### src/logic/pci_bus_settings.svh
`ifndef PCI_BUS_SETTINGS_SVH
`define PCI_BUS_SETTINGS_SVH

// Bus widths shared by the instruction and data ports
`define PCI_ADDR_W 32
`define PCI_DATA_W 32
`define PCI_ID_W   4

// One select bit per data byte
`define PCI_SEL_W (`PCI_DATA_W / 8)

// Cycles an open Wishbone cycle may wait for ack before it is dropped
`define PCI_WB_TIMEOUT 16

`endif

### src/logic/pci_bus_pkg.sv
`include "pci_bus_settings.svh"

package pci_bus_pkg;

    // AXI response encoding, only two codes used here
    typedef logic [1:0] axi_resp_t;

    localparam axi_resp_t RESP_OKAY   = 2'd0;
    localparam axi_resp_t RESP_SLVERR = 2'd2;

    // Write address channel
    typedef struct packed {
        logic [`PCI_ID_W-1:0]   id;
        logic [`PCI_ADDR_W-1:0] addr;
    } axi_aw_t;

    // Write data channel, single beat so no last flag
    typedef struct packed {
        logic [`PCI_DATA_W-1:0] data;
        logic [`PCI_SEL_W-1:0]  strb;   // Byte enables
    } axi_w_t;

    // Write response channel
    typedef struct packed {
        logic [`PCI_ID_W-1:0] id;
        axi_resp_t            resp;
    } axi_b_t;

    // Read address channel
    typedef struct packed {
        logic [`PCI_ID_W-1:0]   id;
        logic [`PCI_ADDR_W-1:0] addr;
    } axi_ar_t;

    // Read data channel
    typedef struct packed {
        logic [`PCI_ID_W-1:0]   id;
        logic [`PCI_DATA_W-1:0] data;
        axi_resp_t              resp;
        logic                   last;   // Always set, no bursts
    } axi_r_t;

    // Wishbone master side, driven by the bridge
    typedef struct packed {
        logic                   cyc;
        logic                   stb;
        logic                   we;     // 1 = write
        logic [`PCI_SEL_W-1:0]  sel;
        logic [`PCI_ADDR_W-1:0] addr;
        logic [`PCI_DATA_W-1:0] wdata;
    } wb_req_t;

    // Wishbone slave side, driven by the memory
    typedef struct packed {
        logic                   ack;
        logic [`PCI_DATA_W-1:0] rdata;
    } wb_rsp_t;

endpackage

### src/logic/axi_wb_bridge.sv
`timescale 1ns/1ps
`include "pci_bus_settings.svh"

module axi_wb_bridge
    import pci_bus_pkg::*;
(
    input  logic    clk_i,
    input  logic    rst_i,

    // Write address channel
    input  axi_aw_t aw_i,
    input  logic    aw_valid_i,
    output logic    aw_ready_o,

    // Write data channel
    input  axi_w_t  w_i,
    input  logic    w_valid_i,
    output logic    w_ready_o,

    // Write response channel
    output axi_b_t  b_o,
    output logic    b_valid_o,
    input  logic    b_ready_i,

    // Read address channel
    input  axi_ar_t ar_i,
    input  logic    ar_valid_i,
    output logic    ar_ready_o,

    // Read data channel
    output axi_r_t  r_o,
    output logic    r_valid_o,
    input  logic    r_ready_i,

    // Wishbone master
    output wb_req_t wb_req_o,
    input  wb_rsp_t wb_rsp_i
);

    typedef enum logic [1:0] {
        ST_IDLE = 2'd0,
        ST_BUS  = 2'd1,
        ST_RESP = 2'd2
    } state_e;

    state_e                 state_q;
    logic                   prio_wr_q;  // Write side wins the next tie
    logic                   cyc_q;
    logic                   is_wr_q;

    logic [`PCI_ID_W-1:0]   id_q;
    logic [`PCI_ADDR_W-1:0] addr_q;
    logic [`PCI_DATA_W-1:0] wdata_q;
    logic [`PCI_SEL_W-1:0]  sel_q;
    logic [`PCI_DATA_W-1:0] rdata_q;
    axi_resp_t              resp_q;

    logic wr_req;
    logic rd_req;
    logic wr_go;
    logic rd_go;
    logic timeout;
    logic bus_done;
    logic rsp_taken;

    assign wr_req = aw_valid_i && w_valid_i;    // Both halves of a write present
    assign rd_req = ar_valid_i;

    // Arbitration, only in idle
    assign wr_go = (state_q == ST_IDLE) && wr_req && (prio_wr_q || !rd_req);
    assign rd_go = (state_q == ST_IDLE) && rd_req && (!prio_wr_q || !wr_req);

    assign bus_done  = cyc_q && (wb_rsp_i.ack || timeout);
    assign rsp_taken = is_wr_q ? b_ready_i : r_ready_i;

    wb_ack_timer u_ack_timer (
        .clk_i     (clk_i),
        .rst_i     (rst_i),
        .busy_i    (cyc_q),
        .ack_i     (wb_rsp_i.ack),
        .expired_o (timeout)
    );

    always_ff @(posedge clk_i) begin
        if (rst_i) begin
            state_q   <= ST_IDLE;
            prio_wr_q <= 1'b1;
            cyc_q     <= 1'b0;
        end else begin
            case (state_q)
                ST_IDLE: begin
                    if (wr_go || rd_go) begin
                        state_q   <= ST_BUS;
                        cyc_q     <= 1'b1;
                        prio_wr_q <= rd_go;  // Other side gets the next tie
                    end
                end
                ST_BUS: begin
                    if (bus_done) begin
                        state_q <= ST_RESP;
                        cyc_q   <= 1'b0;
                    end
                end
                ST_RESP: begin
                    if (rsp_taken) begin
                        state_q <= ST_IDLE;
                    end
                end
                default: state_q <= ST_IDLE;
            endcase
        end
    end

    // Transaction payload
    always_ff @(posedge clk_i) begin
        if (wr_go) begin
            is_wr_q <= 1'b1;
            id_q    <= aw_i.id;
            addr_q  <= aw_i.addr;
            wdata_q <= w_i.data;
            sel_q   <= w_i.strb;    // Strobe becomes the select
        end else if (rd_go) begin
            is_wr_q <= 1'b0;
            id_q    <= ar_i.id;
            addr_q  <= ar_i.addr;
            wdata_q <= '0;
            sel_q   <= '1;          // Reads fetch the whole word
        end

        // Response captured on ack or abandon
        if (bus_done) begin
            rdata_q <= wb_rsp_i.ack ? wb_rsp_i.rdata : '0;
            resp_q  <= wb_rsp_i.ack ? RESP_OKAY : RESP_SLVERR;
        end
    end

    assign aw_ready_o = wr_go;
    assign w_ready_o  = wr_go;
    assign ar_ready_o = rd_go;

    always_comb begin
        wb_req_o.cyc   = cyc_q;
        wb_req_o.stb   = cyc_q;
        wb_req_o.we    = is_wr_q;
        wb_req_o.sel   = sel_q;
        wb_req_o.addr  = addr_q;
        wb_req_o.wdata = wdata_q;
    end

    assign b_valid_o = (state_q == ST_RESP) && is_wr_q;
    assign r_valid_o = (state_q == ST_RESP) && !is_wr_q;

    always_comb begin
        b_o.id   = id_q;
        b_o.resp = resp_q;
        r_o.id   = id_q;
        r_o.data = rdata_q;
        r_o.resp = resp_q;
        r_o.last = 1'b1;
    end

    // Slave sees a frozen request until it answers or the timer gives up
    a_req_stable: assert property (
        @(posedge clk_i) disable iff (rst_i)
        wb_req_o.stb && !wb_rsp_i.ack && !timeout |=> $stable(wb_req_o)
    );

    // Responses held unchanged under back-pressure
    a_b_hold: assert property (
        @(posedge clk_i) disable iff (rst_i)
        b_valid_o && !b_ready_i |=> b_valid_o && $stable(b_o)
    );

    a_r_hold: assert property (
        @(posedge clk_i) disable iff (rst_i)
        r_valid_o && !r_ready_i |=> r_valid_o && $stable(r_o)
    );

    // Nothing accepted while a bus cycle or a response is pending
    a_ready_idle: assert property (
        @(posedge clk_i) disable iff (rst_i)
        (aw_ready_o || w_ready_o || ar_ready_o) |-> !wb_req_o.cyc && !b_valid_o && !r_valid_o
    );

endmodule

### src/logic/processorci_bus_top.sv
`timescale 1ns/1ps

module processorci_bus_top
    import pci_bus_pkg::*;
(
    input  logic    clk_i,
    input  logic    rst_i,

    // Instruction port from the core
    input  axi_aw_t axi_i_aw_i,
    input  logic    axi_i_aw_valid_i,
    output logic    axi_i_aw_ready_o,
    input  axi_w_t  axi_i_w_i,
    input  logic    axi_i_w_valid_i,
    output logic    axi_i_w_ready_o,
    output axi_b_t  axi_i_b_o,
    output logic    axi_i_b_valid_o,
    input  logic    axi_i_b_ready_i,
    input  axi_ar_t axi_i_ar_i,
    input  logic    axi_i_ar_valid_i,
    output logic    axi_i_ar_ready_o,
    output axi_r_t  axi_i_r_o,
    output logic    axi_i_r_valid_o,
    input  logic    axi_i_r_ready_i,

    // Data port from the core
    input  axi_aw_t axi_d_aw_i,
    input  logic    axi_d_aw_valid_i,
    output logic    axi_d_aw_ready_o,
    input  axi_w_t  axi_d_w_i,
    input  logic    axi_d_w_valid_i,
    output logic    axi_d_w_ready_o,
    output axi_b_t  axi_d_b_o,
    output logic    axi_d_b_valid_o,
    input  logic    axi_d_b_ready_i,
    input  axi_ar_t axi_d_ar_i,
    input  logic    axi_d_ar_valid_i,
    output logic    axi_d_ar_ready_o,
    output axi_r_t  axi_d_r_o,
    output logic    axi_d_r_valid_o,
    input  logic    axi_d_r_ready_i,

    // Wishbone memory ports
    output wb_req_t core_wb_req_o,      // Instruction memory
    input  wb_rsp_t core_wb_rsp_i,
    output wb_req_t data_mem_wb_req_o,  // Data memory
    input  wb_rsp_t data_mem_wb_rsp_i
);

    axi_wb_bridge u_instr_bridge (
        .clk_i      (clk_i),
        .rst_i      (rst_i),
        .aw_i       (axi_i_aw_i),
        .aw_valid_i (axi_i_aw_valid_i),
        .aw_ready_o (axi_i_aw_ready_o),
        .w_i        (axi_i_w_i),
        .w_valid_i  (axi_i_w_valid_i),
        .w_ready_o  (axi_i_w_ready_o),
        .b_o        (axi_i_b_o),
        .b_valid_o  (axi_i_b_valid_o),
        .b_ready_i  (axi_i_b_ready_i),
        .ar_i       (axi_i_ar_i),
        .ar_valid_i (axi_i_ar_valid_i),
        .ar_ready_o (axi_i_ar_ready_o),
        .r_o        (axi_i_r_o),
        .r_valid_o  (axi_i_r_valid_o),
        .r_ready_i  (axi_i_r_ready_i),
        .wb_req_o   (core_wb_req_o),
        .wb_rsp_i   (core_wb_rsp_i)
    );

    axi_wb_bridge u_data_bridge (
        .clk_i      (clk_i),
        .rst_i      (rst_i),
        .aw_i       (axi_d_aw_i),
        .aw_valid_i (axi_d_aw_valid_i),
        .aw_ready_o (axi_d_aw_ready_o),
        .w_i        (axi_d_w_i),
        .w_valid_i  (axi_d_w_valid_i),
        .w_ready_o  (axi_d_w_ready_o),
        .b_o        (axi_d_b_o),
        .b_valid_o  (axi_d_b_valid_o),
        .b_ready_i  (axi_d_b_ready_i),
        .ar_i       (axi_d_ar_i),
        .ar_valid_i (axi_d_ar_valid_i),
        .ar_ready_o (axi_d_ar_ready_o),
        .r_o        (axi_d_r_o),
        .r_valid_o  (axi_d_r_valid_o),
        .r_ready_i  (axi_d_r_ready_i),
        .wb_req_o   (data_mem_wb_req_o),
        .wb_rsp_i   (data_mem_wb_rsp_i)
    );

endmodule

### src/logic/wb_ack_timer.sv
`timescale 1ns/1ps
`include "pci_bus_settings.svh"

module wb_ack_timer (
    input  logic clk_i,
    input  logic rst_i,
    input  logic busy_i,    // Wishbone cycle open
    input  logic ack_i,     // Slave answer
    output logic expired_o  // One-cycle pulse on timeout
);

    localparam int unsigned LIMIT = `PCI_WB_TIMEOUT;
    localparam int unsigned CNT_W = $clog2(LIMIT + 1);

    logic [CNT_W-1:0] cnt_q;

    // Counter saturates at LIMIT so the pulse cannot repeat
    always_ff @(posedge clk_i) begin
        if (rst_i || !busy_i) begin
            cnt_q <= '0;
        end else if (!ack_i && cnt_q != CNT_W'(LIMIT)) begin
            cnt_q <= cnt_q + 1'b1;
        end
    end

    // First stb cycle counts as zero, so busy lasts LIMIT cycles
    assign expired_o = busy_i && !ack_i && (cnt_q == CNT_W'(LIMIT - 1));

    // Expiry lands on the LIMIT-th silent cycle of an open cycle
    a_expire_at_limit: assert property (
        @(posedge clk_i) disable iff (rst_i)
        ($rose(busy_i) && !ack_i) ##1 (busy_i && !ack_i) [* (LIMIT - 1)] |-> expired_o
    );

endmodule

### config.mk
export PLATFORM = sky130hd
export DESIGN_NAME = processorci_bus_top
export DESIGN_NICKNAME = d
export VERILOG_FILES = /design/src/logic/pci_bus_pkg.sv /design/src/logic/axi_wb_bridge.sv /design/src/logic/processorci_bus_top.sv /design/src/logic/wb_ack_timer.sv
export VERILOG_INCLUDE_DIRS = /design/src /design/src/logic
export SDC_FILE = /design/constraint.sdc
export NUM_CORES = 1
export LEC_CHECK = 0
export ABC_CLOCK_PERIOD_IN_PS = 8800
export BUFFER_PORTS_ARGS = -buffer_cell sky130_fd_sc_hd__buf_2
export CAP_MARGIN = 10
export CELL_PAD_IN_SITES_DETAIL_PLACEMENT = 1
export CELL_PAD_IN_SITES_GLOBAL_PLACEMENT = 1
export CORE_AREA = 4 4 208 210
export CTS_BUF_LIST = sky130_fd_sc_hd__clkbuf_4 sky130_fd_sc_hd__clkbuf_8
export DETAILED_ROUTE_END_ITERATION = 16
export DIE_AREA = 0 0 212 214
export GPL_TIMING_DRIVEN = 0
export PLACE_DENSITY = 0.65
export REMOVE_ABC_BUFFERS = 1
export SLEW_MARGIN = 10
export SYNTH_ARGS = -nofsm -noshare
export SYNTH_HDL_FRONTEND = slang
export SYNTH_SLANG_ARGS = --single-unit
### constraint.sdc
create_clock -name clk_i -period 8.8 [get_ports clk_i]
set_input_delay 0.88 -clock clk_i [delete_from_list [all_inputs] [get_ports clk_i]]
set_output_delay 0.88 -clock clk_i [all_outputs]
set_load 0.005 [all_outputs]
==> qor.json <==
{
  "synth_enable_flop_cells": 210,
  "std_cell_rows": 75,
  "total_power_mw": 2.72,
  "place_congestion": 0.793,
  "antenna_violating_nets_post_route": 0,
  "report.final.hold_viol_count": 0,
  "cp_max_fo": 38,
  "hold-worst-slack_ns": 0.499,
  "finalWorstSetupSlack_ns": 5.16,
  "route.final.wire_length_um": 30000,
  "chipWidth_um": 212,
  "power-per-cell-area_nw_per_um2": 201,
  "netlist.top_cell.by_area": "sky130_fd_sc_hd__edfxtp_1",
  "dominant_synthesized_flop_cell": "sky130_fd_sc_hd__edfxtp_1",
  "via_count": 6751,
  "hold-path-cell-count": 1,
  "status": "finished, final reports clean",
  "final-setup-viol-count": 0,
  "maxCapViolations": 0,
  "max-clock-path-buffers": 3,
  "clock_tree_from_tritoncts": "yes",
  "synth_cells": 587,
  "min_delay_worst_endpoint": "u_data_bridge.prio_wr_q",
  "fillCellCount": 4642,
  "slowest_cell_on_crit_path": "sky130_fd_sc_hd__inv_1",
  "place_worst_setup_slack_ns": 5.13,
  "grt_util_all_layers": 0.125,
  "synth.area.top_cells": "sky130_fd_sc_hd__edfxtp_1 67%, sky130_fd_sc_hd__and2_1 8.5%, sky130_fd_sc_hd__mux2_4 5.7%",
  "leakagePower_nw": 5.97,
  "worst_setup_path_start_kind": "flop",
  "synthTopCellsByCount": "210 x sky130_fd_sc_hd__edfxtp_1, 128 x sky130_fd_sc_hd__and2_1, 37 x sky130_fd_sc_hd__mux2_2, 36 x sky130_fd_sc_hd__mux2_4, 24 x sky130_fd_sc_hd__buf_4",
  "grt_start_max_net_pins": 65,
  "synthesis.area_um2": 9470,
  "crit_chain": "nor2_2, nand4_4, inv_1, buf_2",
  "hpwl_detailed_um": 23500,
  "clkSinkCount": 230,
  "final-max-slew-violation-count": 0,
  "timing.reg2reg.worst_path_depth": 6,
  "wire_per_inst_um": 17.7,
  "number_of_placed_instances_with_taps_included": 1623,
  "drc_errors": 0,
  "synth_seq_cells": 230,
  "die_height_um": 214,
  "critical-path-top-delay-family": "buffers and inverters",
  "wire_length_of_the_first_global_routing_pass_um": 43600,
  "critPathKind": "reg -> out",
  "path_buf_inv": 2,
  "cts.reportedPaths.clkPinSlew_ns": 0.06,
  "worst_slew_pin_slew_ns": 0.996,
  "synth-async-reset-ratio": 0,
  "cts_resized": 0,
  "synth_top_cell_area_share": 0.666,
  "initial_util": 0.228,
  "setup_buffers_after_cts": 0,
  "final_cells": 1699,
  "arrival_ns": 2.76,
  "design.core.area_um2": 41600,
  "area_delta_synth_final_pct": 42.8,
  "crit_end_category": "output pin",
  "critPathRequiredTime_ns": 7.92,
  "critical_path.reg2reg.endpoint": "u_instr_bridge.wdata_q[23]",
  "first_iter_violations": 233,
  "period_minus_slack_ns": 3.64,
  "finalInstanceArea_um2": 13500,
  "max_freq_mhz": 275,
  "critical_path.max_stage_delay_ns": 0.90,
  "cts-hold-fix-buffers": 0,
  "fin_nets": 1428,
  "power.ir.vdd_worst_mv": 0.0821,
  "yosysSeqAreaShare": 0.708,
  "vias_in_the_first_global_route": 7353,
  "regArea_um2": 6710,
  "firstDrtPassIters": 4,
  "layout-drive-gt1-share": 0.593,
  "postPlaceCellArea_um2": 12700,
  "yosysMostFrequentCell": "sky130_fd_sc_hd__edfxtp_1",
  "syn_area_per_cell_um2": 16.1,
  "portBuffers": 529,
  "cts-root-buf": "sky130_fd_sc_hd__clkbuf_8",
  "skew_ns": 0.0113,
  "io_pins": 536,
  "synth.lib_cells_used.distinct": 42,
  "clock_tree.htree_level_count": 2,
  "yosys_warnings": 0,
  "grt_setup_unrepaired": "no",
  "rr_startpoint": "u_instr_bridge.state_q[1]",
  "multi_input_area_um2": 2420,
  "viasPerCell": 3.97,
  "holdCritStartpoint": "u_data_bridge.prio_wr_q",
  "cts-buffers-inserted": 42,
  "timing.hold.worst.class": "reg -> reg",
  "regToRegSetupSlack_ns": 6.34,
  "die-area_um2": 45400,
  "globalRouteOverflowTotal": 0,
  "grt_antenna_before_repair": 3,
  "max_slew_margin": 0.335,
  "post-route-period-util": 0.414,
  "clk_latency_ns": 0.56
}
==> worst max path at each step <==
stage,startpoint,endpoint,slack (ns),depth (start not counted)
finish,u_data_bridge.state_q[0],axi_d_w_ready_o,5.16,4
global route,u_data_bridge.state_q[0],axi_d_aw_ready_o,4.90,4
CTS,u_data_bridge.state_q[0],axi_d_w_ready_o,5.01,4
detailed placement,axi_d_ar_valid_i,axi_d_w_ready_o,5.13,5
global placement,axi_i_aw_valid_i,u_instr_bridge.wdata_q[7],-0.31,3
floorplan,axi_i_aw_valid_i,u_instr_bridge.addr_q[0],2.36,2
==> through the flow <==
stage | utilization | TNS (ns)
after floorplan | - | 0
after global placement | 0.300 | -21.17
after detailed placement | 0.305 | 0
after CTS | 0.325 | 0
after global routing | 0.325 | 0
final | 0.325 | 0
==> flip-flops by register name, summed over array words and instances, names as in the netlist <==
register	cells
u_instr_bridge.addr_q	32
u_data_bridge.sel_q	4
u_data_bridge.wdata_q	32
u_data_bridge.prio_wr_q	1
u_data_bridge.u_ack_timer.cnt_q	5
u_instr_bridge.u_ack_timer.cnt_q	5
u_data_bridge.is_wr_q	1
u_instr_bridge.rdata_q	32
u_instr_bridge.cyc_q	1
u_data_bridge.resp_q	1
u_instr_bridge.sel_q	4
u_data_bridge.id_q	4
u_instr_bridge.is_wr_q	1
u_data_bridge.state_q	2
u_data_bridge.addr_q	32
u_instr_bridge.prio_wr_q	1
u_instr_bridge.id_q	4
u_instr_bridge.resp_q	1
u_instr_bridge.wdata_q	32
u_data_bridge.cyc_q	1
u_data_bridge.rdata_q	32
u_instr_bridge.state_q	2
==> layout make-up <==
cell class,count,share of cell area
sequential,230,0.496
timing repair buffer,540,0.207
multi-input combinational,296,0.179
clock buffer,61,0.0547
tap,539,0.0499
clock inverter,13,0.00759
inverter,18,0.00518
antenna,2,0.000370
==> power breakdown <==
part           switching, mW  total, mW  leakage [nW]  internal, mW
logic                  0.174      0.349          3.34         0.175
clock network          0.438       1.03         0.445         0.594
registers             0.0311       1.34          2.19          1.31
total                  0.643       2.72          5.97          2.08
==> placed cells by master (no fill, tap or decap), types with 13 or more instances in the layout <==
cell type / netlist / final
sky130_fd_sc_hd__buf_2: 4 / 529
sky130_fd_sc_hd__edfxtp_1: 210 / 210
sky130_fd_sc_hd__and2_1: 128 / 128
sky130_fd_sc_hd__clkbuf_8: 0 / 45
sky130_fd_sc_hd__mux2_2: 37 / 37
sky130_fd_sc_hd__mux2_4: 36 / 36
sky130_fd_sc_hd__dfxtp_1: 20 / 20
sky130_fd_sc_hd__inv_1: 18 / 16
sky130_fd_sc_hd__clkbuf_4: 0 / 16
sky130_fd_sc_hd__nand2b_1: 13 / 13
==> worst reg2reg max path, cell delays in order (launching register included) <==
cell and delay, ns:
sky130_fd_sc_hd__dfxtp_1 0.38, sky130_fd_sc_hd__nor3_2 0.63, sky130_fd_sc_hd__buf_4 0.34, sky130_fd_sc_hd__buf_4 0.24, sky130_fd_sc_hd__buf_6 0.18, sky130_fd_sc_hd__buf_4 0.22
sky130_fd_sc_hd__buf_6 0.18
==> per-layer routing <==
metal | track usage | routed length (um) | vias to the layer above
met5 | 0 | 8 | -
met4 | 0.0387 | 668 | 2
met3 | 0.0499 | 2930 | 48
met2 | 0.226 | 15300 | 341
met1 | 0.133 | 11100 | 3186
li1 | - | - | 3174
==> kinds of logic (layout without fill, tap and decap cells) <==
| family | Yosys count | count (layout) | share of synthesized area |
|---|---|---|---|
| other | 2 | 8 | 0.000793 |
| buffers and inverters | 65 | 632 | 0.0406 |
| AOI/OAI and AO/OA | 26 | 26 | 0.0180 |
| DFF | 230 | 230 | 0.708 |
| muxes | 75 | 75 | 0.103 |
| adders and majority gates | 6 | 6 | 0.00793 |
| xor gates and xnor gates | 2 | 2 | 0.00185 |
| and+or+nand+nor | 181 | 181 | 0.119 |
Power figures use the tool's default switching activity.
